**src/verilog/bridge_config.svh**
```systemverilog
`ifndef BRIDGE_CONFIG_SVH
`define BRIDGE_CONFIG_SVH

// Bus and line geometry
`define ADDR_W      32
`define DATA_W      32
`define LINE_WORDS  4
`define STRB_W      4
`define ID_W        4

// AXI IDs per request source
`define INST_ID     4'd0
`define DATA_ID     4'd1

// Burst encodings
`define LINE_LEN    4'd3
`define SIZE_WORD   3'd2
`define BURST_WRAP  2'd2
`define BURST_INCR  2'd1

`endif
```
**src/verilog/axiBridgePkg.sv**
```systemverilog
`include "bridge_config.svh"

package axiBridgePkg;

    // Refill line, filled per word and handed out flat
    typedef union packed {
        logic [`LINE_WORDS*`DATA_W-1:0]      flat;
        logic [`LINE_WORDS-1:0][`DATA_W-1:0] words;
    } lineUnion;

    typedef struct packed {
        logic [`ADDR_W-1:0] pc;
    } instReqT;

    typedef struct packed {
        logic [`LINE_WORDS*`DATA_W-1:0] line;
    } instRespT;

    typedef struct packed {
        logic [`ADDR_W-1:0] addr;
        logic               wEn;
        logic [`STRB_W-1:0] strb;
        logic [`DATA_W-1:0] data;
    } dataReqT;

    typedef struct packed {
        logic [`DATA_W-1:0] word;
    } dataRespT;

    typedef struct packed {
        logic [`ADDR_W-1:0] addr;
        logic               isInst;
    } readCmdT;

    typedef struct packed {
        logic [`ADDR_W-1:0] addr;
        logic [`DATA_W-1:0] data;
        logic [`STRB_W-1:0] strb;
    } writeCmdT;

    typedef struct packed {
        logic [`ID_W-1:0]   id;
        logic [`ADDR_W-1:0] addr;
        logic [3:0]         len;
        logic [2:0]         size;
        logic [1:0]         burst;
    } arT;

    typedef arT awT;

    typedef struct packed {
        logic [`ID_W-1:0]   id;
        logic [`DATA_W-1:0] data;
        logic               last;
    } rT;

    typedef struct packed {
        logic [`DATA_W-1:0] data;
        logic [`STRB_W-1:0] strb;
        logic               last;
    } wT;

    typedef struct packed {
        logic [`ID_W-1:0] id;
        logic [1:0]       resp;
    } bT;

endpackage

```
**src/verilog/axiBridge.sv**
```systemverilog
`timescale 1ns/1ps

module axiBridge (
    input  logic                   clk,
    input  logic                   rst,
    input  axiBridgePkg::instReqT  instReq,
    input  logic                   instReqValid,
    output logic                   instReqReady,
    output axiBridgePkg::instRespT instResp,
    output logic                   instRespValid,
    input  logic                   instRespReady,
    input  axiBridgePkg::dataReqT  dataReq,
    input  logic                   dataReqValid,
    output logic                   dataReqReady,
    output axiBridgePkg::dataRespT dataResp,
    output logic                   dataRespValid,
    input  logic                   dataRespReady,
    output axiBridgePkg::arT       ar,
    output logic                   arValid,
    input  logic                   arReady,
    input  axiBridgePkg::rT        r,
    input  logic                   rValid,
    output logic                   rReady,
    output axiBridgePkg::awT       aw,
    output logic                   awValid,
    input  logic                   awReady,
    output axiBridgePkg::wT        w,
    output logic                   wValid,
    input  logic                   wReady,
    input  axiBridgePkg::bT        b,
    input  logic                   bValid,
    output logic                   bReady
);
    axiBridgePkg::readCmdT  readCmd;
    logic                   readCmdValid;
    logic                   readCmdReady;
    axiBridgePkg::writeCmdT writeCmd;
    logic                   writeCmdValid;
    logic                   writeCmdReady;
    logic                   readDone;
    logic                   readDoneInst;
    logic                   writeDone;

    reqArbiter arbiter (
        .clk           (clk),
        .rst           (rst),
        .instReq       (instReq),
        .instReqValid  (instReqValid),
        .instReqReady  (instReqReady),
        .dataReq       (dataReq),
        .dataReqValid  (dataReqValid),
        .dataReqReady  (dataReqReady),
        .readCmd       (readCmd),
        .readCmdValid  (readCmdValid),
        .readCmdReady  (readCmdReady),
        .writeCmd      (writeCmd),
        .writeCmdValid (writeCmdValid),
        .writeCmdReady (writeCmdReady),
        .readDone      (readDone),
        .readDoneInst  (readDoneInst),
        .writeDone     (writeDone)
    );

    axiReadEngine readEngine (
        .clk           (clk),
        .rst           (rst),
        .readCmd       (readCmd),
        .readCmdValid  (readCmdValid),
        .readCmdReady  (readCmdReady),
        .ar            (ar),
        .arValid       (arValid),
        .arReady       (arReady),
        .r             (r),
        .rValid        (rValid),
        .rReady        (rReady),
        .instResp      (instResp),
        .instRespValid (instRespValid),
        .instRespReady (instRespReady),
        .dataResp      (dataResp),
        .dataRespValid (dataRespValid),
        .dataRespReady (dataRespReady),
        .readDone      (readDone),
        .readDoneInst  (readDoneInst)
    );

    axiWriteEngine writeEngine (
        .clk           (clk),
        .rst           (rst),
        .writeCmd      (writeCmd),
        .writeCmdValid (writeCmdValid),
        .writeCmdReady (writeCmdReady),
        .aw            (aw),
        .awValid       (awValid),
        .awReady       (awReady),
        .w             (w),
        .wValid        (wValid),
        .wReady        (wReady),
        .b             (b),
        .bValid        (bValid),
        .bReady        (bReady),
        .writeDone     (writeDone)
    );

endmodule

```
**src/verilog/axiWriteEngine.sv**
```systemverilog
`timescale 1ns/1ps
`include "bridge_config.svh"

module axiWriteEngine (
    input  logic                   clk,
    input  logic                   rst,
    input  axiBridgePkg::writeCmdT writeCmd,
    input  logic                   writeCmdValid,
    output logic                   writeCmdReady,
    output axiBridgePkg::awT       aw,
    output logic                   awValid,
    input  logic                   awReady,
    output axiBridgePkg::wT        w,
    output logic                   wValid,
    input  logic                   wReady,
    input  axiBridgePkg::bT        b,
    input  logic                   bValid,
    output logic                   bReady,
    output logic                   writeDone
);
    typedef enum logic [1:0] {
        sIdle,
        sAddr,
        sData,
        sResp
    } writeState;

    writeState              state;
    axiBridgePkg::writeCmdT cmd;

    assign writeCmdReady = state == sIdle;
    assign awValid       = state == sAddr;
    assign wValid        = state == sData;
    assign bReady        = state == sResp;
    assign writeDone     = bValid && bReady;

    always_comb begin
        aw.id    = `DATA_ID;
        aw.addr  = cmd.addr;
        aw.len   = 4'd0;
        aw.size  = `SIZE_WORD;
        aw.burst = `BURST_INCR;
    end

    // One beat, so it is always the last
    always_comb begin
        w.data = cmd.data;
        w.strb = cmd.strb;
        w.last = 1'b1;
    end

    always_ff @(posedge clk) begin
        if (rst) begin
            state <= sIdle;
        end else begin
            case (state)
                sIdle: begin
                    if (writeCmdValid) begin
                        state <= sAddr;
                    end
                end
                sAddr: begin
                    if (awReady) begin
                        state <= sData;
                    end
                end
                sData: begin
                    if (wReady) begin
                        state <= sResp;
                    end
                end
                sResp: begin
                    if (bValid) begin
                        state <= sIdle;
                    end
                end
                default: state <= sIdle;
            endcase
        end
    end

    always_ff @(posedge clk) begin
        if (writeCmdValid && writeCmdReady) begin
            cmd <= writeCmd;
        end
    end

    assert property (@(posedge clk) disable iff (rst)
        $rose(wValid) |-> $past(awValid && awReady));

    // Only data accesses use this channel
    assert property (@(posedge clk) disable iff (rst)
        bValid && bReady |-> b.id == `DATA_ID);

endmodule

```
**src/verilog/axiReadEngine.sv**
```systemverilog
`timescale 1ns/1ps
`include "bridge_config.svh"

module axiReadEngine (
    input  logic                   clk,
    input  logic                   rst,
    input  axiBridgePkg::readCmdT  readCmd,
    input  logic                   readCmdValid,
    output logic                   readCmdReady,
    output axiBridgePkg::arT       ar,
    output logic                   arValid,
    input  logic                   arReady,
    input  axiBridgePkg::rT        r,
    input  logic                   rValid,
    output logic                   rReady,
    output axiBridgePkg::instRespT instResp,
    output logic                   instRespValid,
    input  logic                   instRespReady,
    output axiBridgePkg::dataRespT dataResp,
    output logic                   dataRespValid,
    input  logic                   dataRespReady,
    output logic                   readDone,
    output logic                   readDoneInst
);
    localparam int IdxW = $clog2(`LINE_WORDS);

    typedef enum logic [1:0] {
        sIdle,
        sAddr,
        sBeats,
        sResp
    } readState;

    readState               state;
    axiBridgePkg::readCmdT  cmd;
    axiBridgePkg::lineUnion line;
    logic [IdxW:0]          beatCount;
    logic                   respValid;
    logic                   respTaken;

    assign readCmdReady = state == sIdle;
    assign arValid      = state == sAddr;
    assign rReady       = state == sBeats;
    assign respValid    = state == sResp;

    assign instRespValid = respValid && cmd.isInst;
    assign dataRespValid = respValid && !cmd.isInst;
    assign respTaken     = (instRespValid && instRespReady) ||
                           (dataRespValid && dataRespReady);

    assign readDone     = respTaken;
    assign readDoneInst = cmd.isInst;

    assign instResp.line = line.flat;
    // Single-beat read lands in word zero
    assign dataResp.word = line.words[0];

    always_comb begin
        ar.id    = cmd.isInst ? `INST_ID : `DATA_ID;
        ar.addr  = cmd.addr;
        ar.len   = cmd.isInst ? `LINE_LEN : 4'd0;
        ar.size  = `SIZE_WORD;
        ar.burst = cmd.isInst ? `BURST_WRAP : `BURST_INCR;
    end

    always_ff @(posedge clk) begin
        if (rst) begin
            state     <= sIdle;
            beatCount <= '0;
        end else begin
            case (state)
                sIdle: begin
                    if (readCmdValid) begin
                        state     <= sAddr;
                        beatCount <= '0;
                    end
                end
                sAddr: begin
                    if (arReady) begin
                        state <= sBeats;
                    end
                end
                sBeats: begin
                    if (rValid) begin
                        beatCount <= beatCount + 1'b1;
                        if (r.last) begin
                            state <= sResp;
                        end
                    end
                end
                sResp: begin
                    if (respTaken) begin
                        state <= sIdle;
                    end
                end
                default: state <= sIdle;
            endcase
        end
    end

    always_ff @(posedge clk) begin
        if (readCmdValid && readCmdReady) begin
            cmd <= readCmd;
        end
        if (rValid && rReady) begin
            line.words[beatCount[IdxW-1:0]] <= r.data;
        end
    end

    // Slave must close the burst within one line
    assert property (@(posedge clk) disable iff (rst)
        rValid && rReady |-> beatCount < `LINE_WORDS);

    assert property (@(posedge clk) disable iff (rst)
        rValid && rReady |-> r.id == ar.id);

endmodule

```
**src/verilog/reqArbiter.sv**
```systemverilog
`timescale 1ns/1ps
`include "bridge_config.svh"

module reqArbiter (
    input  logic                   clk,
    input  logic                   rst,
    input  axiBridgePkg::instReqT  instReq,
    input  logic                   instReqValid,
    output logic                   instReqReady,
    input  axiBridgePkg::dataReqT  dataReq,
    input  logic                   dataReqValid,
    output logic                   dataReqReady,
    output axiBridgePkg::readCmdT  readCmd,
    output logic                   readCmdValid,
    input  logic                   readCmdReady,
    output axiBridgePkg::writeCmdT writeCmd,
    output logic                   writeCmdValid,
    input  logic                   writeCmdReady,
    input  logic                   readDone,
    input  logic                   readDoneInst,
    input  logic                   writeDone
);
    localparam int LineBytes = `LINE_WORDS * `DATA_W / 8;

    logic                  instBusy;
    logic                  instIssued;
    logic [`ADDR_W-1:0]    instAddr;
    logic                  dataBusy;
    logic                  dataIssued;
    axiBridgePkg::dataReqT dataSlot;
    logic                  instPending;
    logic                  dataReadPending;
    logic                  pickData;
    logic                  readHold;
    logic                  readHoldData;
    logic                  instDone;
    logic                  dataDone;

    assign instReqReady = !instBusy;
    assign dataReqReady = !dataBusy;

    assign instDone = readDone && readDoneInst;
    assign dataDone = (readDone && !readDoneInst) || writeDone;

    assign instPending     = instBusy && !instIssued;
    assign dataReadPending = dataBusy && !dataIssued && !dataSlot.wEn;

    // Data read wins, but a stalled command keeps its pick
    assign pickData = readHold ? readHoldData : dataReadPending;

    assign readCmdValid = instPending || dataReadPending;

    always_comb begin
        readCmd.addr   = pickData ? dataSlot.addr : instAddr;
        readCmd.isInst = !pickData;
    end

    assign writeCmdValid = dataBusy && !dataIssued && dataSlot.wEn;

    always_comb begin
        writeCmd.addr = dataSlot.addr;
        writeCmd.data = dataSlot.data;
        writeCmd.strb = dataSlot.strb;
    end

    always_ff @(posedge clk) begin
        if (rst) begin
            instBusy   <= 1'b0;
            instIssued <= 1'b0;
            dataBusy   <= 1'b0;
            dataIssued <= 1'b0;
            readHold   <= 1'b0;
        end else begin
            if (instReqValid && instReqReady) begin
                instBusy   <= 1'b1;
                instIssued <= 1'b0;
            end else if (instDone) begin
                instBusy <= 1'b0;
            end
            if (readCmdValid && readCmdReady && !pickData) begin
                instIssued <= 1'b1;
            end

            if (dataReqValid && dataReqReady) begin
                dataBusy   <= 1'b1;
                dataIssued <= 1'b0;
            end else if (dataDone) begin
                dataBusy <= 1'b0;
            end
            if ((readCmdValid && readCmdReady && pickData) ||
                (writeCmdValid && writeCmdReady)) begin
                dataIssued <= 1'b1;
            end

            readHold <= readCmdValid && !readCmdReady;
        end
    end

    always_ff @(posedge clk) begin
        if (instReqValid && instReqReady) begin
            // Refill always starts at the line boundary
            instAddr <= instReq.pc & ~`ADDR_W'(LineBytes - 1);
        end
        if (dataReqValid && dataReqReady) begin
            dataSlot <= dataReq;
        end
        readHoldData <= pickData;
    end

    // Slot reopens only after its own issued command completes
    assert property (@(posedge clk) disable iff (rst)
        instDone |-> instBusy && instIssued);

    assert property (@(posedge clk) disable iff (rst)
        dataDone |-> dataBusy && dataIssued);

endmodule

```
**config.mk**
```make
export PLATFORM = sky130hd
export DESIGN_NAME = axiBridge
export DESIGN_NICKNAME = d
export VERILOG_FILES = /design/src/verilog/axiBridgePkg.sv /design/src/verilog/axiBridge.sv /design/src/verilog/axiWriteEngine.sv /design/src/verilog/axiReadEngine.sv /design/src/verilog/reqArbiter.sv
export VERILOG_INCLUDE_DIRS = /design/src /design/src/verilog
export SDC_FILE = /design/constraint.sdc
export NUM_CORES = 1
export LEC_CHECK = 0
export BUFFER_PORTS_ARGS = -buffer_cell sky130_fd_sc_hd__clkbuf_2
export CELL_PAD_IN_SITES_DETAIL_PLACEMENT = 1
export CELL_PAD_IN_SITES_GLOBAL_PLACEMENT = 1
export CORE_MARGIN = 2
export CORE_UTILIZATION = 40
export DETAILED_ROUTE_END_ITERATION = 16
export GPL_TIMING_DRIVEN = 0
export PLACE_DENSITY = 0.85
export SETUP_SLACK_MARGIN = 0.3
export SYNTH_ARGS = -nofsm -noshare
export SYNTH_HDL_FRONTEND = slang
export SYNTH_HIERARCHICAL = 1
export SYNTH_SLANG_ARGS = --single-unit
```
**constraint.sdc**
```tcl
create_clock -name clk -period 3.7 [get_ports clk]
set_input_delay 0 -clock clk [delete_from_list [all_inputs] [get_ports clk]]
set_output_delay 0 -clock clk [all_outputs]
set_load 0.05 [all_outputs]
```
# Yosys cells after proc, flatten, opt, wreduce, memory -nomap -nowiden
# Cells that the tools add are included.
# word_totals
rom_bits,0
mem_bits_rw,0
wordCells,111
n_memories,0
reg_bits,339
out_inout_bits,296
in_bits,155
latch_bits,0
# classes
div,0
n_mux,30
n_bitwise,0
mul,0
n_reduce_logical,42
n_shift,0
magnitude_cmp,2
n_eq_ne,15
addsub,1
# ops
op,n
128-bit bitwise mux,1
32-bit demux with 2-bit select,1
32-bit 2-to-1 mux,2
2-bit 2-to-1 mux,11
1-bit logical AND,20
2-bit case mux with 4 select lines,2
1-bit 2-to-1 mux,10
2-bit by 1-bit inequality test with 1-bit output (second input constant),5
2-bit nonzero test,5
2-bit equality test (second input constant),4
1-bit zero test,8
2-bit inequality test (second input constant),4
3-bit 2-to-1 mux,2
3-bit case mux with 2 select lines,1
5-bit AND reduction,1
2-bit by 1-bit equality test with 1-bit output (second input constant),2
2-bit zero test,2
1-bit logical OR,4
4-bit AND reduction,1
3-bit by 1-bit adder with 3-bit output (second input constant),1
2-bit by 3-bit < comparator with 1-bit output (second input constant),1
3-bit AND reduction,1
2-bit by 1-bit greater-or-equal comparator with 1-bit output (second input constant),1

# Depth between registers and ports, before layout
# Gate-level depths: netlist of run 1.
# logic_depth
ltp_word,8
mapped_depth,6
ltp_nobuf,6

# By module
# The synthesis of run 1 kept the hierarchy.
# modules_own_cells
mod,cells_each,n_inst,seq_area_each_um2,area_each_um2
axiReadEngine,257,1,4914.7,5584.1
reqArbiter,231,1,3032.9,4167.7
axiWriteEngine,106,1,2082.0,2382.3

# Worst setup path after synthesis of run 1
# Ideal clock, no wire load.
# synth_path
kind,reg2reg
start,reg writeEngine.state[0]
end,"reg writeEngine.cmd (netlist bit writeEngine/aw[10]), enable pin"
setup_time_ns,0.433
t_arrival_ns,2.191
path_buffers,0
required_time_ns,3.267
setup_slack_ns,1.076
path_stages_with_launch,4
synth_period_minus_slack_ns,2.624
path_cell_list,dfxtp_1 -> inv_1 -> ha_1 -> and2_1
# synth_via
elab_chain_cells,2
# synth_rtl
item,line,source
"start, declared",axiWriteEngine.sv:28,writeState state;
"start signal, assigned",axiWriteEngine.sv:54,state <= sIdle;
"start signal, assigned",axiWriteEngine.sv:59,state <= sAddr;
"start signal, assigned",axiWriteEngine.sv:64,state <= sData;
2-bit zero test,axiWriteEngine.sv:31,assign writeCmdReady = state == sIdle;
net writeCmdReady,axiBridge.sv:39,logic writeCmdReady;
1-bit logical AND,axiWriteEngine.sv:83,if (writeCmdValid && writeCmdReady) begin
"end signal, assigned",axiWriteEngine.sv:84,cmd <= writeCmd;
"end, declared",axiWriteEngine.sv:29,axiBridgePkg::writeCmdT cmd;
# The timed path passes the listed nets, and every way through them passes these cells.
# A chain may end at the register's enable or synchronous reset.

# Worst setup path in the final report of run 1
# layout_path
start,reg arbiter.dataBusy
end,"reg readEngine.cmd (netlist bit readEngine/ar[35]), enable pin"
# layout_via
elab_chain_cells,4
# layout_rtl
item,line,source
"start, declared",reqArbiter.sv:28,logic dataBusy;
"start signal, assigned",reqArbiter.sv:70,dataBusy <= 1'b0;
"start signal, assigned",reqArbiter.sv:85,dataBusy <= 1'b1;
"start signal, assigned",reqArbiter.sv:88,dataBusy <= 1'b0;
1-bit logical AND (2 in series),reqArbiter.sv:46,assign dataReadPending = dataBusy && !dataIssued && !dataSlot.wEn;
1-bit logical OR,reqArbiter.sv:51,assign readCmdValid = instPending || dataReadPending;
net readCmdValid,axiBridge.sv:35,logic readCmdValid;
1-bit logical AND,axiReadEngine.sv:102,if (readCmdValid && readCmdReady) begin
"end signal, assigned",axiReadEngine.sv:103,cmd <= readCmd;
"end, declared",axiReadEngine.sv:35,axiBridgePkg::readCmdT cmd;
# The timed path passes the listed nets, and every way through them passes these cells.

==> flow_summary.html, run 1 <==
<table>
<tr><th>Metric</th><th>Value</th></tr>
<tr><th colspan="2">Timing</th></tr>
<tr><td>Max Clock Freq</td><td>424.2 MHz</td></tr>
<tr><td>Setup WS post-layout</td><td>1.343 ns</td></tr>
<tr><td>Transition time at the pin with the least slew margin</td><td>0.9191 ns</td></tr>
<tr><td>RSZ-0062 raised after global routing</td><td>false</td></tr>
<tr><td>Setup TNS</td><td>0 ns</td></tr>
<tr><td>Worst rel slew slack</td><td>38.73%</td></tr>
<tr><td>Post-route clock period utilization</td><td>63.71%</td></tr>
<tr><td>Final setup violation count</td><td>0</td></tr>
<tr><td>Clock Skews</td><td>0.02812 ns</td></tr>
<tr><td>Hold Vio Cnt, Final</td><td>0</td></tr>
<tr><td>Tmin final</td><td>2.357 ns</td></tr>
<tr><td>Final count of pins violating max slew</td><td>0</td></tr>
<tr><td>Worst hold margin</td><td>0.02830 ns</td></tr>
<tr><th colspan="2">Route</th></tr>
<tr><td>Initial DRT Pass Iterations</td><td>5</td></tr>
<tr><td>Drt wl/cell</td><td>23.08 um</td></tr>
<tr><td>Total number of vias</td><td>7442</td></tr>
<tr><td>Via density</td><td>4.597</td></tr>
<tr><td>Iter 0 DRT Violations</td><td>469</td></tr>
<tr><td>Final antenna-violating net count</td><td>0</td></tr>
<tr><td>Overall routed net length</td><td>37370 um</td></tr>
<tr><td>Final routed DRC violation total</td><td>0</td></tr>
<tr><th colspan="2">Synth</th></tr>
<tr><td>Library cell occupying the most area in the post-synthesis netlist</td><td>sky130_fd_sc_hd__edfxtp_1</td></tr>
<tr><td>Fraction of synthesized cell area taken by the top area cell type</td><td>80.68%</td></tr>
<tr><td>Mux cell area share after synthesis</td><td>3.877%</td></tr>
<tr><td>Mean area per synthesized cell</td><td>20.43 sq um</td></tr>
<tr><td>Async set-or-reset flop fraction in the synthesized netlist</td><td>0%</td></tr>
<tr><td>Arithmetic-cell share of the synthesized area counting full adders, half adders and majority gates</td><td>1.340%</td></tr>
<tr><td>Top area cells in the synthesized netlist</td><td>sky130_fd_sc_hd__edfxtp_1 (81%), sky130_fd_sc_hd__buf_4 (7.8%), sky130_fd_sc_hd__mux2_4 (3.5%), sky130_fd_sc_hd__dfxtp_1 (2.0%), sky130_fd_sc_hd__ha_1 (1.3%)</td></tr>
<tr><td>Cell Area, Synth</td><td>12130 sq um</td></tr>
<tr><td>Post-synthesis share of cell area spent on and, or, nand and nor gates</td><td>2.062%</td></tr>
<tr><td>Most used DFF post-synth</td><td>sky130_fd_sc_hd__edfxtp_1</td></tr>
<tr><td>Combinational family with the most area after synthesis</td><td>buffers and inverters</td></tr>
<tr><td>Compound-Gate Fraction of Synth Area</td><td>1.371%</td></tr>
<tr><td>Sequential area share after synthesis</td><td>82.66%</td></tr>
<tr><td>Xor-xnor portion of the synthesized cell area</td><td>0%</td></tr>
<tr><td>Number of enable-type register cells in the synthesized netlist</td><td>326</td></tr>
<tr><td>#FFs+latches synth</td><td>338</td></tr>
<tr><td>Synthesis Warnings</td><td>6</td></tr>
<tr><td>Count of cell types in the netlist</td><td>34</td></tr>
<tr><td>Syn Inst Count</td><td>594</td></tr>
<tr><th colspan="2">Clocking</th></tr>
<tr><td>CTS root buf</td><td>sky130_fd_sc_hd__clkbuf_16</td></tr>
<tr><td>H-tree level count</td><td>2</td></tr>
<tr><td>CTS buffer count</td><td>36</td></tr>
<tr><td>Post-cts resize count</td><td>0</td></tr>
<tr><td>TritonCTS sink count</td><td>338</td></tr>
<tr><td>Clk pin slew, worst setup/hold paths</td><td>0.06 ns</td></tr>
<tr><td>CTS tree</td><td>yes</td></tr>
<tr><td>Insertion delay of the later-clocked pin in the worst-skew pair</td><td>0.52 ns</td></tr>
<tr><td>Max Root-Sink Buffers</td><td>3</td></tr>
<tr><th colspan="2">Layout</th></tr>
<tr><td>Commonest non-fill, non-tap cells in the layout</td><td>sky130_fd_sc_hd__clkbuf_2 (414), sky130_fd_sc_hd__edfxtp_1 (326), sky130_fd_sc_hd__dlygate4sd3_1 (137)</td></tr>
<tr><td>Share of post-route cells with drive strength above 1</td><td>52.12%</td></tr>
<tr><td>Fill count</td><td>2848</td></tr>
<tr><td>Final cell count without fillers</td><td>1619</td></tr>
<tr><td>Most common library cell in the layout ignoring fill and taps</td><td>sky130_fd_sc_hd__clkbuf_2</td></tr>
<tr><td>Design Area, Final</td><td>17300 sq um</td></tr>
<tr><td>Total Nets Final</td><td>1372</td></tr>
<tr><td>Synth-to-layout area growth</td><td>42.60%</td></tr>
<tr><th colspan="2">Die</th></tr>
<tr><td>Area of the core region</td><td>29720 sq um</td></tr>
<tr><td>Row Count</td><td>63</td></tr>
<tr><td>Y dimension of the die</td><td>178.2 um</td></tr>
<tr><td>Io pins</td><td>451</td></tr>
<tr><td>Die Span X</td><td>178.2 um</td></tr>
<tr><td>Effective utilization at floorplan</td><td>40.83%</td></tr>
<tr><td>Area enclosed by the die boundary</td><td>31740 sq um</td></tr>
<tr><th colspan="2">Critical path</th></tr>
<tr><td>Crit Path Max Fanout</td><td>33</td></tr>
<tr><td>Type of element capturing the critical path</td><td>flop</td></tr>
<tr><td>Startpoint types</td><td>flop</td></tr>
<tr><td>Critical path depth</td><td>3</td></tr>
<tr><td>Depth of the worst register-to-register path</td><td>3</td></tr>
<tr><td>Worst EP arrival</td><td>2.48 ns</td></tr>
<tr><td>Critical Path RT</td><td>3.82 ns</td></tr>
<tr><td>CP bufs+invs</td><td>0</td></tr>
<tr><td>Cell class contributing the biggest share of worst-path delay</td><td>simple AND/OR/NAND/NOR gates</td></tr>
<tr><td>Cell chain of the critical path</td><td>nand2b_1 &gt; o22ai_1 &gt; and2_2</td></tr>
<tr><td>Maximum cell stage delay along the critical path</td><td>0.87 ns</td></tr>
<tr><td>Standard cell with the maximum stage delay on the critical path</td><td>sky130_fd_sc_hd__and2_2</td></tr>
<tr><td>Critical path class</td><td>reg2reg</td></tr>
<tr><th colspan="2">Global route</th></tr>
<tr><td>Number of global-route vias before repair</td><td>8325</td></tr>
<tr><td>Wire length of the first global-routing pass</td><td>53120 um</td></tr>
<tr><td>Leftover overflow at the end of global routing</td><td>0</td></tr>
<tr><td>Largest net degree at the start of global routing</td><td>50</td></tr>
<tr><td>Initial antenna violation count</td><td>2</td></tr>
<tr><td>Total routing resource utilization after global routing</td><td>23.04%</td></tr>
<tr><th colspan="2">Pwr</th></tr>
<tr><td>Switching power as a share of total power</td><td>30.28%</td></tr>
<tr><td>NetSw</td><td>3.080 mW</td></tr>
<tr><td>Power density of the placed cells</td><td>587.8 nW/um^2</td></tr>
<tr><td>Share of power burned in combinational logic</td><td>20.3%</td></tr>
<tr><td>Internal Pwr Total</td><td>7.091 mW</td></tr>
<tr><td>Sequential Power Share</td><td>46.3%</td></tr>
<tr><td>Static leakage</td><td>7.277 nW</td></tr>
<tr><td>Worst-case vdd ir drop</td><td>0.4327 mV</td></tr>
<tr><td>Part of the power in the clock network</td><td>33.4%</td></tr>
<tr><th colspan="2">Placement</th></tr>
<tr><td>Pre-CTS setup slack</td><td>1.326 ns</td></tr>
<tr><td># placed instances</td><td>1419</td></tr>
<tr><td>Post-placement cell area</td><td>14860 sq um</td></tr>
<tr><td>Last weighted congestion value of the routability-driven placer</td><td>0.7608</td></tr>
<tr><td>IO buf count</td><td>414</td></tr>
<tr><td>Sum of net half-perimeters after detailed placement</td><td>23160 um</td></tr>
<tr><th colspan="2">Job</th></tr>
<tr><td>Maximum Capacitance Violations</td><td>0</td></tr>
<tr><th colspan="2">Outcome</th></tr>
<tr><td>Run status</td><td>completed</td></tr>
<tr><th colspan="2">Hold path</th></tr>
<tr><td>Worst hold path stage count</td><td>4</td></tr>
<tr><td>Worst min-delay path class</td><td>in2reg</td></tr>
</table>
==> power by group through the flow <==
stage / Clock [mW] / Sequential [mW] / Combinational (mW)
final: 3.40 / 4.71 / 2.07
after global routing: 3.59 / 4.74 / 2.16
after CTS: 3.40 / 4.70 / 2.05
after global placement: 0 / 4.76 / 1.84
after detailed placement: 0 / 4.77 / 1.92
after floorplan: 0 / 5.35 / 0.780
==> through the flow <==
step	util (%)	power (mW)
6_report	58.22	10.17
5_1_grt	58.22	10.49
4_1_cts	58.20	10.14
3_5_place_dp	49.99	6.690
3_3_place_gp	49.67	6.605
2_1_floorplan	-	6.134
==> worst reg2reg max path: cells and delay by family (launching register included) <==
family,cells,cell delay [ns]
AND/OR/NAND/NOR,2,1.01
AO/OA/AOI/OAI,1,0.55
flip-flops,1,0.40
==> repair_timing <==
| action | CTS | global route |
|---|---|---|
| endpoints found under the hold margin | 236 | 0 |
| hold buffers | 137 | 0 |
| buffers inserted | 0 | 0 |
==> worst paths after layout <==
check	start	end	slack, ns
hold reg to reg	readEngine/state[0]	readEngine/state[0]	0.51
setup / recovery	arbiter/dataBusy	readEngine/ar[35]	1.34
hold / removal	wReady	writeEngine/state[1]	0.03
setup reg to reg	arbiter/dataBusy	readEngine/ar[35]	1.34
==> final cells by class <==
class	count	area [sq um]	share of cell area, %
diodes	3	7.507	0.04339
plain buffers	129	979.7	5.662
clock buffers	47	942.2	5.445
clock inverters	13	126.4	0.7304
inverters	16	60.06	0.3471
multi-input cells	129	1151	6.653
flip-flops and latches	338	10030	57.97
well taps	390	488.0	2.820
repair buffers	554	3518	20.33
==> Yosys cell counts, types with 4 or more instances <==
| cell type | n |
|---|---|
| sky130_fd_sc_hd__ha_1 | 13 |
| sky130_fd_sc_hd__nor2_1 | 10 |
| sky130_fd_sc_hd__inv_1 | 14 |
| sky130_fd_sc_hd__and2_1 | 6 |
| sky130_fd_sc_hd__conb_1 | 4 |
| sky130_fd_sc_hd__nor2b_1 | 5 |
| sky130_fd_sc_hd__nand2b_1 | 4 |
| sky130_fd_sc_hd__and3_1 | 5 |
| sky130_fd_sc_hd__nand2_1 | 5 |
| sky130_fd_sc_hd__edfxtp_1 | 326 |
| sky130_fd_sc_hd__dfxtp_1 | 12 |
| sky130_fd_sc_hd__mux2_4 | 28 |
| sky130_fd_sc_hd__buf_4 | 126 |
| sky130_fd_sc_hd__mux2i_1 | 5 |
==> kinds of logic (layout without fill, tap and decap cells) <==
logic type | count (synthesis) | after routing
flops | 338 | 338
buf+inv | 145 | 759
simple gates | 43 | 43
mux | 33 | 33
compound gates | 18 | 18
fa+ha+maj | 13 | 13
other cells | 4 | 25
==> per-layer routing <==
layer | vias to the layer above | track usage, % | part of all wire [%]
li1 | 3281 | - | -
met1 | 3684 | 22.83 | 33
met2 | 411 | 45.12 | 56
met3 | 66 | 6.820 | 8.3
met4 | 0 | 7.859 | 3.0
met5 | - | 0 | 0
==> flip-flops by register name (all words and copies together), names as in the netlist, 2 cells and up <==
name / cells
readEngine/beatCount: 2
readEngine/state: 2
writeEngine/state: 2
readEngine/instResp: 128
writeEngine/w: 36
arbiter/writeCmd: 68
writeEngine/aw: 32
readEngine/ar: 32
arbiter/instAddr: 28
No activity file was read; power rests on OpenSTA's default activity.
==> inputs of run 2 (changes only) <==
--- a/config.mk
+++ b/config.mk
@@ -10,10 +10,10 @@
 export CELL_PAD_IN_SITES_DETAIL_PLACEMENT = 1
 export CELL_PAD_IN_SITES_GLOBAL_PLACEMENT = 1
 export CORE_MARGIN = 2
-export CORE_UTILIZATION = 40
+export CORE_UTILIZATION = 36
 export DETAILED_ROUTE_END_ITERATION = 16
 export GPL_TIMING_DRIVEN = 0
-export PLACE_DENSITY = 0.85
+export PLACE_DENSITY = 0.81
 export SETUP_SLACK_MARGIN = 0.3
 export SYNTH_ARGS = -nofsm -noshare
 export SYNTH_HDL_FRONTEND = slang
==> constraint.sdc (replaced) <==
create_clock -name clk -period 2 [get_ports clk]
set_input_delay 0 -clock clk [delete_from_list [all_inputs] [get_ports clk]]
set_output_delay 0 -clock clk [all_outputs]
set_load 0.05 [all_outputs]
==> flow_summary.html, run 2 (synthesis results as in run 1) <==
<table>
<tr><th>Metric</th><th>Value</th></tr>
<tr><th colspan="2">Timing</th></tr>
<tr><td>Setup WS post-layout</td><td>0.2789 ns</td></tr>
<tr><td>Transition time at the pin with the least slew margin</td><td>1.028 ns</td></tr>
<tr><td>Tmin final</td><td>1.721 ns</td></tr>
<tr><td>Final setup violation count</td><td>0</td></tr>
<tr><td>Post-route clock period utilization</td><td>86.06%</td></tr>
<tr><td>Setup TNS</td><td>0 ns</td></tr>
<tr><td>RSZ-0062 raised after global routing</td><td>true</td></tr>
<tr><td>Worst rel slew slack</td><td>31.30%</td></tr>
<tr><td>Hold Vio Cnt, Final</td><td>0</td></tr>
<tr><td>Max Clock Freq</td><td>581.0 MHz</td></tr>
<tr><td>Worst hold margin</td><td>0.01835 ns</td></tr>
<tr><td>Clock Skews</td><td>0.02850 ns</td></tr>
<tr><td>Final count of pins violating max slew</td><td>0</td></tr>
<tr><th colspan="2">Placement</th></tr>
<tr><td>IO buf count</td><td>414</td></tr>
<tr><td>Sum of net half-perimeters after detailed placement</td><td>21900 um</td></tr>
<tr><td>Last weighted congestion value of the routability-driven placer</td><td>0.7364</td></tr>
<tr><td>Pre-CTS setup slack</td><td>0.00006684 ns</td></tr>
<tr><td>Post-placement cell area</td><td>14880 sq um</td></tr>
<tr><th colspan="2">Global route</th></tr>
<tr><td>Wire length of the first global-routing pass</td><td>53100 um</td></tr>
<tr><td>Leftover overflow at the end of global routing</td><td>0</td></tr>
<tr><td>Largest net degree at the start of global routing</td><td>37</td></tr>
<tr><td>Total routing resource utilization after global routing</td><td>20.34%</td></tr>
<tr><td>Number of global-route vias before repair</td><td>8248</td></tr>
<tr><td>Initial antenna violation count</td><td>3</td></tr>
<tr><th colspan="2">Pwr</th></tr>
<tr><td>Power density of the placed cells</td><td>1097 nW/um^2</td></tr>
<tr><td>Static leakage</td><td>7.441 nW</td></tr>
<tr><td>Worst-case vdd ir drop</td><td>0.9249 mV</td></tr>
<tr><td>Total power after layout</td><td>19.52 mW</td></tr>
<tr><th colspan="2">Die</th></tr>
<tr><td>Row Count</td><td>67</td></tr>
<tr><td>Area enclosed by the die boundary</td><td>35190 sq um</td></tr>
<tr><td>Die Span X</td><td>187.6 um</td></tr>
<tr><td>Effective utilization at floorplan</td><td>36.37%</td></tr>
<tr><td>Y dimension of the die</td><td>187.6 um</td></tr>
<tr><td>Area of the core region</td><td>33360 sq um</td></tr>
<tr><td>Io pins</td><td>451</td></tr>
<tr><th colspan="2">Job</th></tr>
<tr><td>Maximum Capacitance Violations</td><td>0</td></tr>
<tr><th colspan="2">Clocking</th></tr>
<tr><td>CTS tree</td><td>yes</td></tr>
<tr><td>Max Root-Sink Buffers</td><td>3</td></tr>
<tr><td>CTS root buf</td><td>sky130_fd_sc_hd__clkbuf_16</td></tr>
<tr><td>Clk pin slew, worst setup/hold paths</td><td>0.06 ns</td></tr>
<tr><td>Insertion delay of the later-clocked pin in the worst-skew pair</td><td>0.54 ns</td></tr>
<tr><td>TritonCTS sink count</td><td>338</td></tr>
<tr><td>H-tree level count</td><td>2</td></tr>
<tr><td>CTS buffer count</td><td>36</td></tr>
<tr><th colspan="2">Critical path</th></tr>
<tr><td>Worst EP arrival</td><td>1.98 ns</td></tr>
<tr><td>Crit Path Max Fanout</td><td>9</td></tr>
<tr><td>Endpoint of the worst register-to-register path</td><td>readEngine/ar[33]</td></tr>
<tr><td>Type of element capturing the critical path</td><td>flop</td></tr>
<tr><td>Depth of the worst register-to-register path</td><td>5</td></tr>
<tr><td>CP bufs+invs</td><td>2</td></tr>
<tr><td>Maximum cell stage delay along the critical path</td><td>0.41 ns</td></tr>
<tr><td>Setup slack of the most critical reg-to-reg path</td><td>0.28 ns</td></tr>
<tr><td>Cell class contributing the biggest share of worst-path delay</td><td>flip-flops</td></tr>
<tr><td>Startpoint types</td><td>flop</td></tr>
<tr><td>Critical Path RT</td><td>2.26 ns</td></tr>
<tr><td>Critical path class</td><td>reg2reg</td></tr>
<tr><td>Standard cell with the maximum stage delay on the critical path</td><td>sky130_fd_sc_hd__dfxtp_4</td></tr>
<tr><td>Startpoint of the worst register-to-register path</td><td>arbiter/dataBusy</td></tr>
<tr><td>Cell chain of the critical path</td><td>nand2b_4 &gt; o31ai_4 &gt; inv_4 &gt; buf_12 &gt; mux2_4</td></tr>
<tr><th colspan="2">Layout</th></tr>
<tr><td>Synth-to-layout area growth</td><td>46.59%</td></tr>
<tr><td>Number of flip-flops under the largest register name</td><td>128</td></tr>
<tr><td>Commonest non-fill, non-tap cells in the layout</td><td>sky130_fd_sc_hd__clkbuf_2 (412), sky130_fd_sc_hd__edfxtp_1 (326), sky130_fd_sc_hd__buf_4 (138)</td></tr>
<tr><td>Total Nets Final</td><td>1395</td></tr>
<tr><td>Design Area, Final</td><td>17790 sq um</td></tr>
<tr><td>Share of post-route cells with drive strength above 1</td><td>54.10%</td></tr>
<tr><td>Most common library cell in the layout ignoring fill and taps</td><td>sky130_fd_sc_hd__clkbuf_2</td></tr>
<tr><th colspan="2">Route</th></tr>
<tr><td>Top Metal Used</td><td>met4</td></tr>
<tr><td>Final routed DRC violation total</td><td>0</td></tr>
<tr><td>Final antenna-violating net count</td><td>0</td></tr>
<tr><td>Via density</td><td>4.361</td></tr>
<tr><td>Total number of vias</td><td>7440</td></tr>
<tr><td>Routed met2 length</td><td>20730 um</td></tr>
<tr><td>Overall routed net length</td><td>37110 um</td></tr>
<tr><td>Initial DRT Pass Iterations</td><td>4</td></tr>
<tr><td>Drt wl/cell</td><td>21.75 um</td></tr>
<tr><td>Sum of met3 wire segment lengths after detailed routing</td><td>2505 um</td></tr>
<tr><td>Sum of routed wire segments on met1</td><td>13070 um</td></tr>
<tr><td>Iter 0 DRT Violations</td><td>413</td></tr>
<tr><th colspan="2">Hold path</th></tr>
<tr><td>Worst Hold End</td><td>arbiter/instBusy</td></tr>
<tr><td>Worst hold start</td><td>instRespReady</td></tr>
<tr><td>Worst min-delay path class</td><td>in2reg</td></tr>
<tr><td>Worst hold path stage count</td><td>4</td></tr>
<tr><th colspan="2">Outcome</th></tr>
<tr><td>Run status</td><td>completed</td></tr>
</table>
==> run 2: timing repair <==
action | CTS | global route
hold buffers | 136 | 0
pin swaps | 7 | 6
cloned | 8 | 4
setup buffers | 3 | 12
gates resized for setup | 9 | 20
endpoints found under the setup margin | 250 | 252
hold endpoints to repair | 236 | 0
==> run 2: per-stage QoR <==
step	cells	utilization, %
2_1_floorplan	612	-
3_3_place_gp	1474	44.58
3_5_place_dp	1474	44.59
4_1_cts	1687	52.55
5_1_grt	1706	53.31
6_report	1706	53.31
==> run 2: layout make-up <==
| cell class | instances | area, sq um |
|---|---|---|
| Inverter | 16 | 62.56 |
| Timing Repair Buffer | 567 | 3633 |
| Tap cell | 448 | 560.5 |
| Clock buffer | 45 | 934.6 |
| Clock inverter | 21 | 242.7 |
| Buffer | 129 | 1006 |
| Fill cell | 3276 | 15580 |
| Multi-Input combinational cell | 139 | 1304 |
| Antenna cell | 3 | 7.507 |
| Sequential cell | 338 | 10040 |
==> run 2: power breakdown <==
group | internal (mW) | switching (mW) | leakage [nW]
Combinational | 1.26 | 2.82 | 3.77
Sequential | 8.43 | 0.259 | 3.11
Clock | 3.89 | 2.85 | 0.561
==> run 2: how the worst max path moves through the flow <==
| stage | startpoint | endpoint | slack, ns | cells past startpoint |
|---|---|---|---|---|
| floorplan | arbiter/instBusy | readEngine/ar[10] | 0.35 | 3 |
| global placement | arbiter/instBusy | arbiter/instIssued | -0.08 | 4 |
| detailed placement | arbiter/dataSlot[36] | readEngine/ar[33] | 0.00007 | 4 |
| CTS | arbiter/dataBusy | readEngine/ar[33] | 0.14 | 5 |
| global route | arbiter/instBusy | arbiter/instIssued | 0.18 | 4 |
| finish | arbiter/dataBusy | readEngine/ar[33] | 0.28 | 5 |
==> run 2: worst min-delay path: stages <==
cell                       delay, ns
sky130_fd_sc_hd__clkbuf_2       0.09
sky130_fd_sc_hd__mux2i_2        0.08
sky130_fd_sc_hd__and2b_2        0.23
sky130_fd_sc_hd__a311oi_1       0.09
==> run 2: metal layers <==
metal / GRT usage (%) / up-vias
met1: 21.27 / 3688
met5: 0 / -
met3: 4.904 / 50
met4: 5.633 / 0
li1: - / 3343
met2: 40.04 / 359
==> inputs of run 3 (changes only) <==
--- a/config.mk
+++ b/config.mk
@@ -10,10 +10,10 @@
 export CELL_PAD_IN_SITES_DETAIL_PLACEMENT = 1
 export CELL_PAD_IN_SITES_GLOBAL_PLACEMENT = 1
 export CORE_MARGIN = 2
-export CORE_UTILIZATION = 36
+export CORE_UTILIZATION = 40
 export DETAILED_ROUTE_END_ITERATION = 16
 export GPL_TIMING_DRIVEN = 0
-export PLACE_DENSITY = 0.81
+export PLACE_DENSITY = 0.9
 export SETUP_SLACK_MARGIN = 0.3
 export SYNTH_ARGS = -nofsm -noshare
 export SYNTH_HDL_FRONTEND = slang
==> constraint.sdc (replaced) <==
create_clock -name clk -period 1.95 [get_ports clk]
set_input_delay 0 -clock clk [delete_from_list [all_inputs] [get_ports clk]]
set_output_delay 0 -clock clk [all_outputs]
set_load 0.05 [all_outputs]
==> flow_summary.html, run 3 (synthesis results as in run 1) <==
<table>
<tr><th>Metric</th><th>Value</th></tr>
<tr><th colspan="2">Timing</th></tr>
<tr><td>Setup WS post-layout</td><td>0.1433 ns</td></tr>
<tr><td>Worst rel slew slack</td><td>38.33%</td></tr>
<tr><td>Final setup violation count</td><td>0</td></tr>
<tr><td>Setup TNS</td><td>0 ns</td></tr>
<tr><td>Tmin final</td><td>1.807 ns</td></tr>
<tr><td>Max Clock Freq</td><td>553.5 MHz</td></tr>
<tr><td>Hold Vio Cnt, Final</td><td>0</td></tr>
<tr><td>Final count of pins violating max slew</td><td>0</td></tr>
<tr><td>Clock Skews</td><td>0.02433 ns</td></tr>
<tr><td>Post-route clock period utilization</td><td>92.65%</td></tr>
<tr><td>RSZ-0062 raised after global routing</td><td>true</td></tr>
<tr><td>Transition time at the pin with the least slew margin</td><td>0.9251 ns</td></tr>
<tr><td>Worst hold margin</td><td>0.07759 ns</td></tr>
<tr><th colspan="2">Layout</th></tr>
<tr><td>Commonest non-fill, non-tap cells in the layout</td><td>sky130_fd_sc_hd__clkbuf_2 (413), sky130_fd_sc_hd__edfxtp_1 (326), sky130_fd_sc_hd__buf_4 (139)</td></tr>
<tr><td>Design Area, Final</td><td>17770 sq um</td></tr>
<tr><td>Total Nets Final</td><td>1400</td></tr>
<tr><td>Most common library cell in the layout ignoring fill and taps</td><td>sky130_fd_sc_hd__clkbuf_2</td></tr>
<tr><td>Core utilization of the finished layout</td><td>59.80%</td></tr>
<tr><td>Number of flip-flops under the largest register name</td><td>128</td></tr>
<tr><td>Synth-to-layout area growth</td><td>46.45%</td></tr>
<tr><td>Share of post-route cells with drive strength above 1</td><td>54.37%</td></tr>
<tr><td>Final cell count without fillers</td><td>1651</td></tr>
<tr><th colspan="2">Global route</th></tr>
<tr><td>Leftover overflow at the end of global routing</td><td>0</td></tr>
<tr><td>Initial antenna violation count</td><td>3</td></tr>
<tr><td>Wire length of the first global-routing pass</td><td>55410 um</td></tr>
<tr><td>Number of global-route vias before repair</td><td>8530</td></tr>
<tr><td>Total routing resource utilization after global routing</td><td>24.55%</td></tr>
<tr><td>Largest net degree at the start of global routing</td><td>72</td></tr>
<tr><th colspan="2">Clocking</th></tr>
<tr><td>CTS buffer count</td><td>35</td></tr>
<tr><td>H-tree level count</td><td>2</td></tr>
<tr><td>Max Root-Sink Buffers</td><td>3</td></tr>
<tr><td>Clk pin slew, worst setup/hold paths</td><td>0.06 ns</td></tr>
<tr><td>CTS tree</td><td>yes</td></tr>
<tr><td>CTS root buf</td><td>sky130_fd_sc_hd__clkbuf_16</td></tr>
<tr><td>Insertion delay of the later-clocked pin in the worst-skew pair</td><td>0.52 ns</td></tr>
<tr><td>TritonCTS sink count</td><td>338</td></tr>
<tr><th colspan="2">Route</th></tr>
<tr><td>Initial DRT Pass Iterations</td><td>5</td></tr>
<tr><td>Via density</td><td>4.668</td></tr>
<tr><td>Total number of vias</td><td>7707</td></tr>
<tr><td>Overall routed net length</td><td>40190 um</td></tr>
<tr><td>Sum of met3 wire segment lengths after detailed routing</td><td>3011 um</td></tr>
<tr><td>Final antenna-violating net count</td><td>0</td></tr>
<tr><td>Final routed DRC violation total</td><td>0</td></tr>
<tr><td>Routed met2 length</td><td>23030 um</td></tr>
<tr><td>Top Metal Used</td><td>met4</td></tr>
<tr><td>Iter 0 DRT Violations</td><td>491</td></tr>
<tr><td>Drt wl/cell</td><td>24.34 um</td></tr>
<tr><td>Sum of routed wire segments on met1</td><td>12830 um</td></tr>
<tr><th colspan="2">Hold path</th></tr>
<tr><td>Worst Hold End</td><td>writeEngine/state[0]</td></tr>
<tr><td>Worst hold start</td><td>wReady</td></tr>
<tr><td>Worst min-delay path class</td><td>in2reg</td></tr>
<tr><td>Worst hold path stage count</td><td>4</td></tr>
<tr><th colspan="2">Die</th></tr>
<tr><td>Area of the core region</td><td>29720 sq um</td></tr>
<tr><td>Io pins</td><td>451</td></tr>
<tr><td>Area enclosed by the die boundary</td><td>31740 sq um</td></tr>
<tr><td>Die Span X</td><td>178.2 um</td></tr>
<tr><td>Y dimension of the die</td><td>178.2 um</td></tr>
<tr><td>Row Count</td><td>63</td></tr>
<tr><td>Effective utilization at floorplan</td><td>40.83%</td></tr>
<tr><th colspan="2">Critical path</th></tr>
<tr><td>Startpoint types</td><td>flop</td></tr>
<tr><td>Critical path class</td><td>reg2reg</td></tr>
<tr><td>Depth of the worst register-to-register path</td><td>5</td></tr>
<tr><td>Setup slack of the most critical reg-to-reg path</td><td>0.14 ns</td></tr>
<tr><td>Startpoint of the worst register-to-register path</td><td>arbiter/dataIssued</td></tr>
<tr><td>Worst EP arrival</td><td>2.06 ns</td></tr>
<tr><td>Crit Path Max Fanout</td><td>10</td></tr>
<tr><td>Critical Path RT</td><td>2.20 ns</td></tr>
<tr><td>Endpoint of the worst register-to-register path</td><td>readEngine/ar[33]</td></tr>
<tr><td>Type of element capturing the critical path</td><td>flop</td></tr>
<tr><th colspan="2">Placement</th></tr>
<tr><td>IO buf count</td><td>414</td></tr>
<tr><td># placed instances</td><td>1417</td></tr>
<tr><td>Post-placement cell area</td><td>14830 sq um</td></tr>
<tr><td>Pre-CTS setup slack</td><td>-0.09562 ns</td></tr>
<tr><td>Sum of net half-perimeters after detailed placement</td><td>23010 um</td></tr>
<tr><td>Last weighted congestion value of the routability-driven placer</td><td>0.7949</td></tr>
<tr><th colspan="2">Pwr</th></tr>
<tr><td>Static leakage</td><td>7.453 nW</td></tr>
<tr><td>Total power after layout</td><td>19.87 mW</td></tr>
<tr><td>Power density of the placed cells</td><td>1118 nW/um^2</td></tr>
<tr><td>Worst-case vdd ir drop</td><td>0.8919 mV</td></tr>
<tr><th colspan="2">Job</th></tr>
<tr><td>Maximum Capacitance Violations</td><td>0</td></tr>
<tr><th colspan="2">Outcome</th></tr>
<tr><td>Run status</td><td>completed</td></tr>
</table>
-- run 3: timing repair --
| action | 4_1_cts | 5_1_grt |
|---|---|---|
| hold buffers | 135 | 0 |
| cloned | 8 | 2 |
| endpoints found under the hold margin | 237 | 0 |
| pin swaps | 12 | 5 |
| setup endpoints to repair | 338 | 251 |
| setup buffers | 17 | 6 |
| gates resized for setup | 15 | 26 |
-- run 3: area by class of cell --
cell class | instances | area, sq um
diodes | 3 | 7.507
flip-flops and latches | 338 | 10050
clock inverters | 14 | 127.6
repair buffers | 574 | 3757
fillers | 2842 | 11950
inverters | 16 | 62.56
clock buffers | 49 | 938.4
multi-input cells | 138 | 1338
plain buffers | 129 | 1006
well taps | 390 | 488.0
-- run 3: how the worst max path moves through the flow --
| stage | from | to | slack, ns | cells after the start |
|---|---|---|---|---|
| after global placement | arbiter/instBusy | arbiter/instIssued | -0.26 | 4 |
| after detailed placement | arbiter/dataSlot[36] | readEngine/ar[33] | -0.1 | 4 |
| after floorplan | arbiter/instBusy | readEngine/ar[10] | 0.33 | 3 |
| final | arbiter/dataIssued | readEngine/ar[33] | 0.14 | 5 |
| after global routing | arbiter/dataIssued | readEngine/ar[38] | 0.12 | 5 |
| after CTS | arbiter/dataBusy | arbiter/dataIssued | 0.02 | 4 |
-- run 3: report_power, final --
| group | internal [mW] | leakage [nW] | switching [mW] | total (mW) |
|---|---|---|---|---|
| combinational | 1.46 | 3.82 | 3.03 | 4.49 |
| sequential | 8.66 | 3.11 | 0.286 | 8.94 |
| clock | 3.65 | 0.515 | 2.79 | 6.44 |
| total | 13.8 | 7.45 | 6.11 | 19.9 |
-- run 3: critical path, cell delays in order (launching register included) --
cell                       delay (ns)
sky130_fd_sc_hd__dfxtp_4         0.35
sky130_fd_sc_hd__nand2b_4        0.16
sky130_fd_sc_hd__o31ai_4         0.41
sky130_fd_sc_hd__inv_4           0.13
sky130_fd_sc_hd__buf_12          0.19
sky130_fd_sc_hd__mux2_4          0.31
-- run 3: metal layers --
layer  global-route usage (%)  vias up
met1                    23.52     3869
met4                    9.282        0
met3                    6.650       78
met5                        0        -
met2                    49.01      398
li1                         -     3362
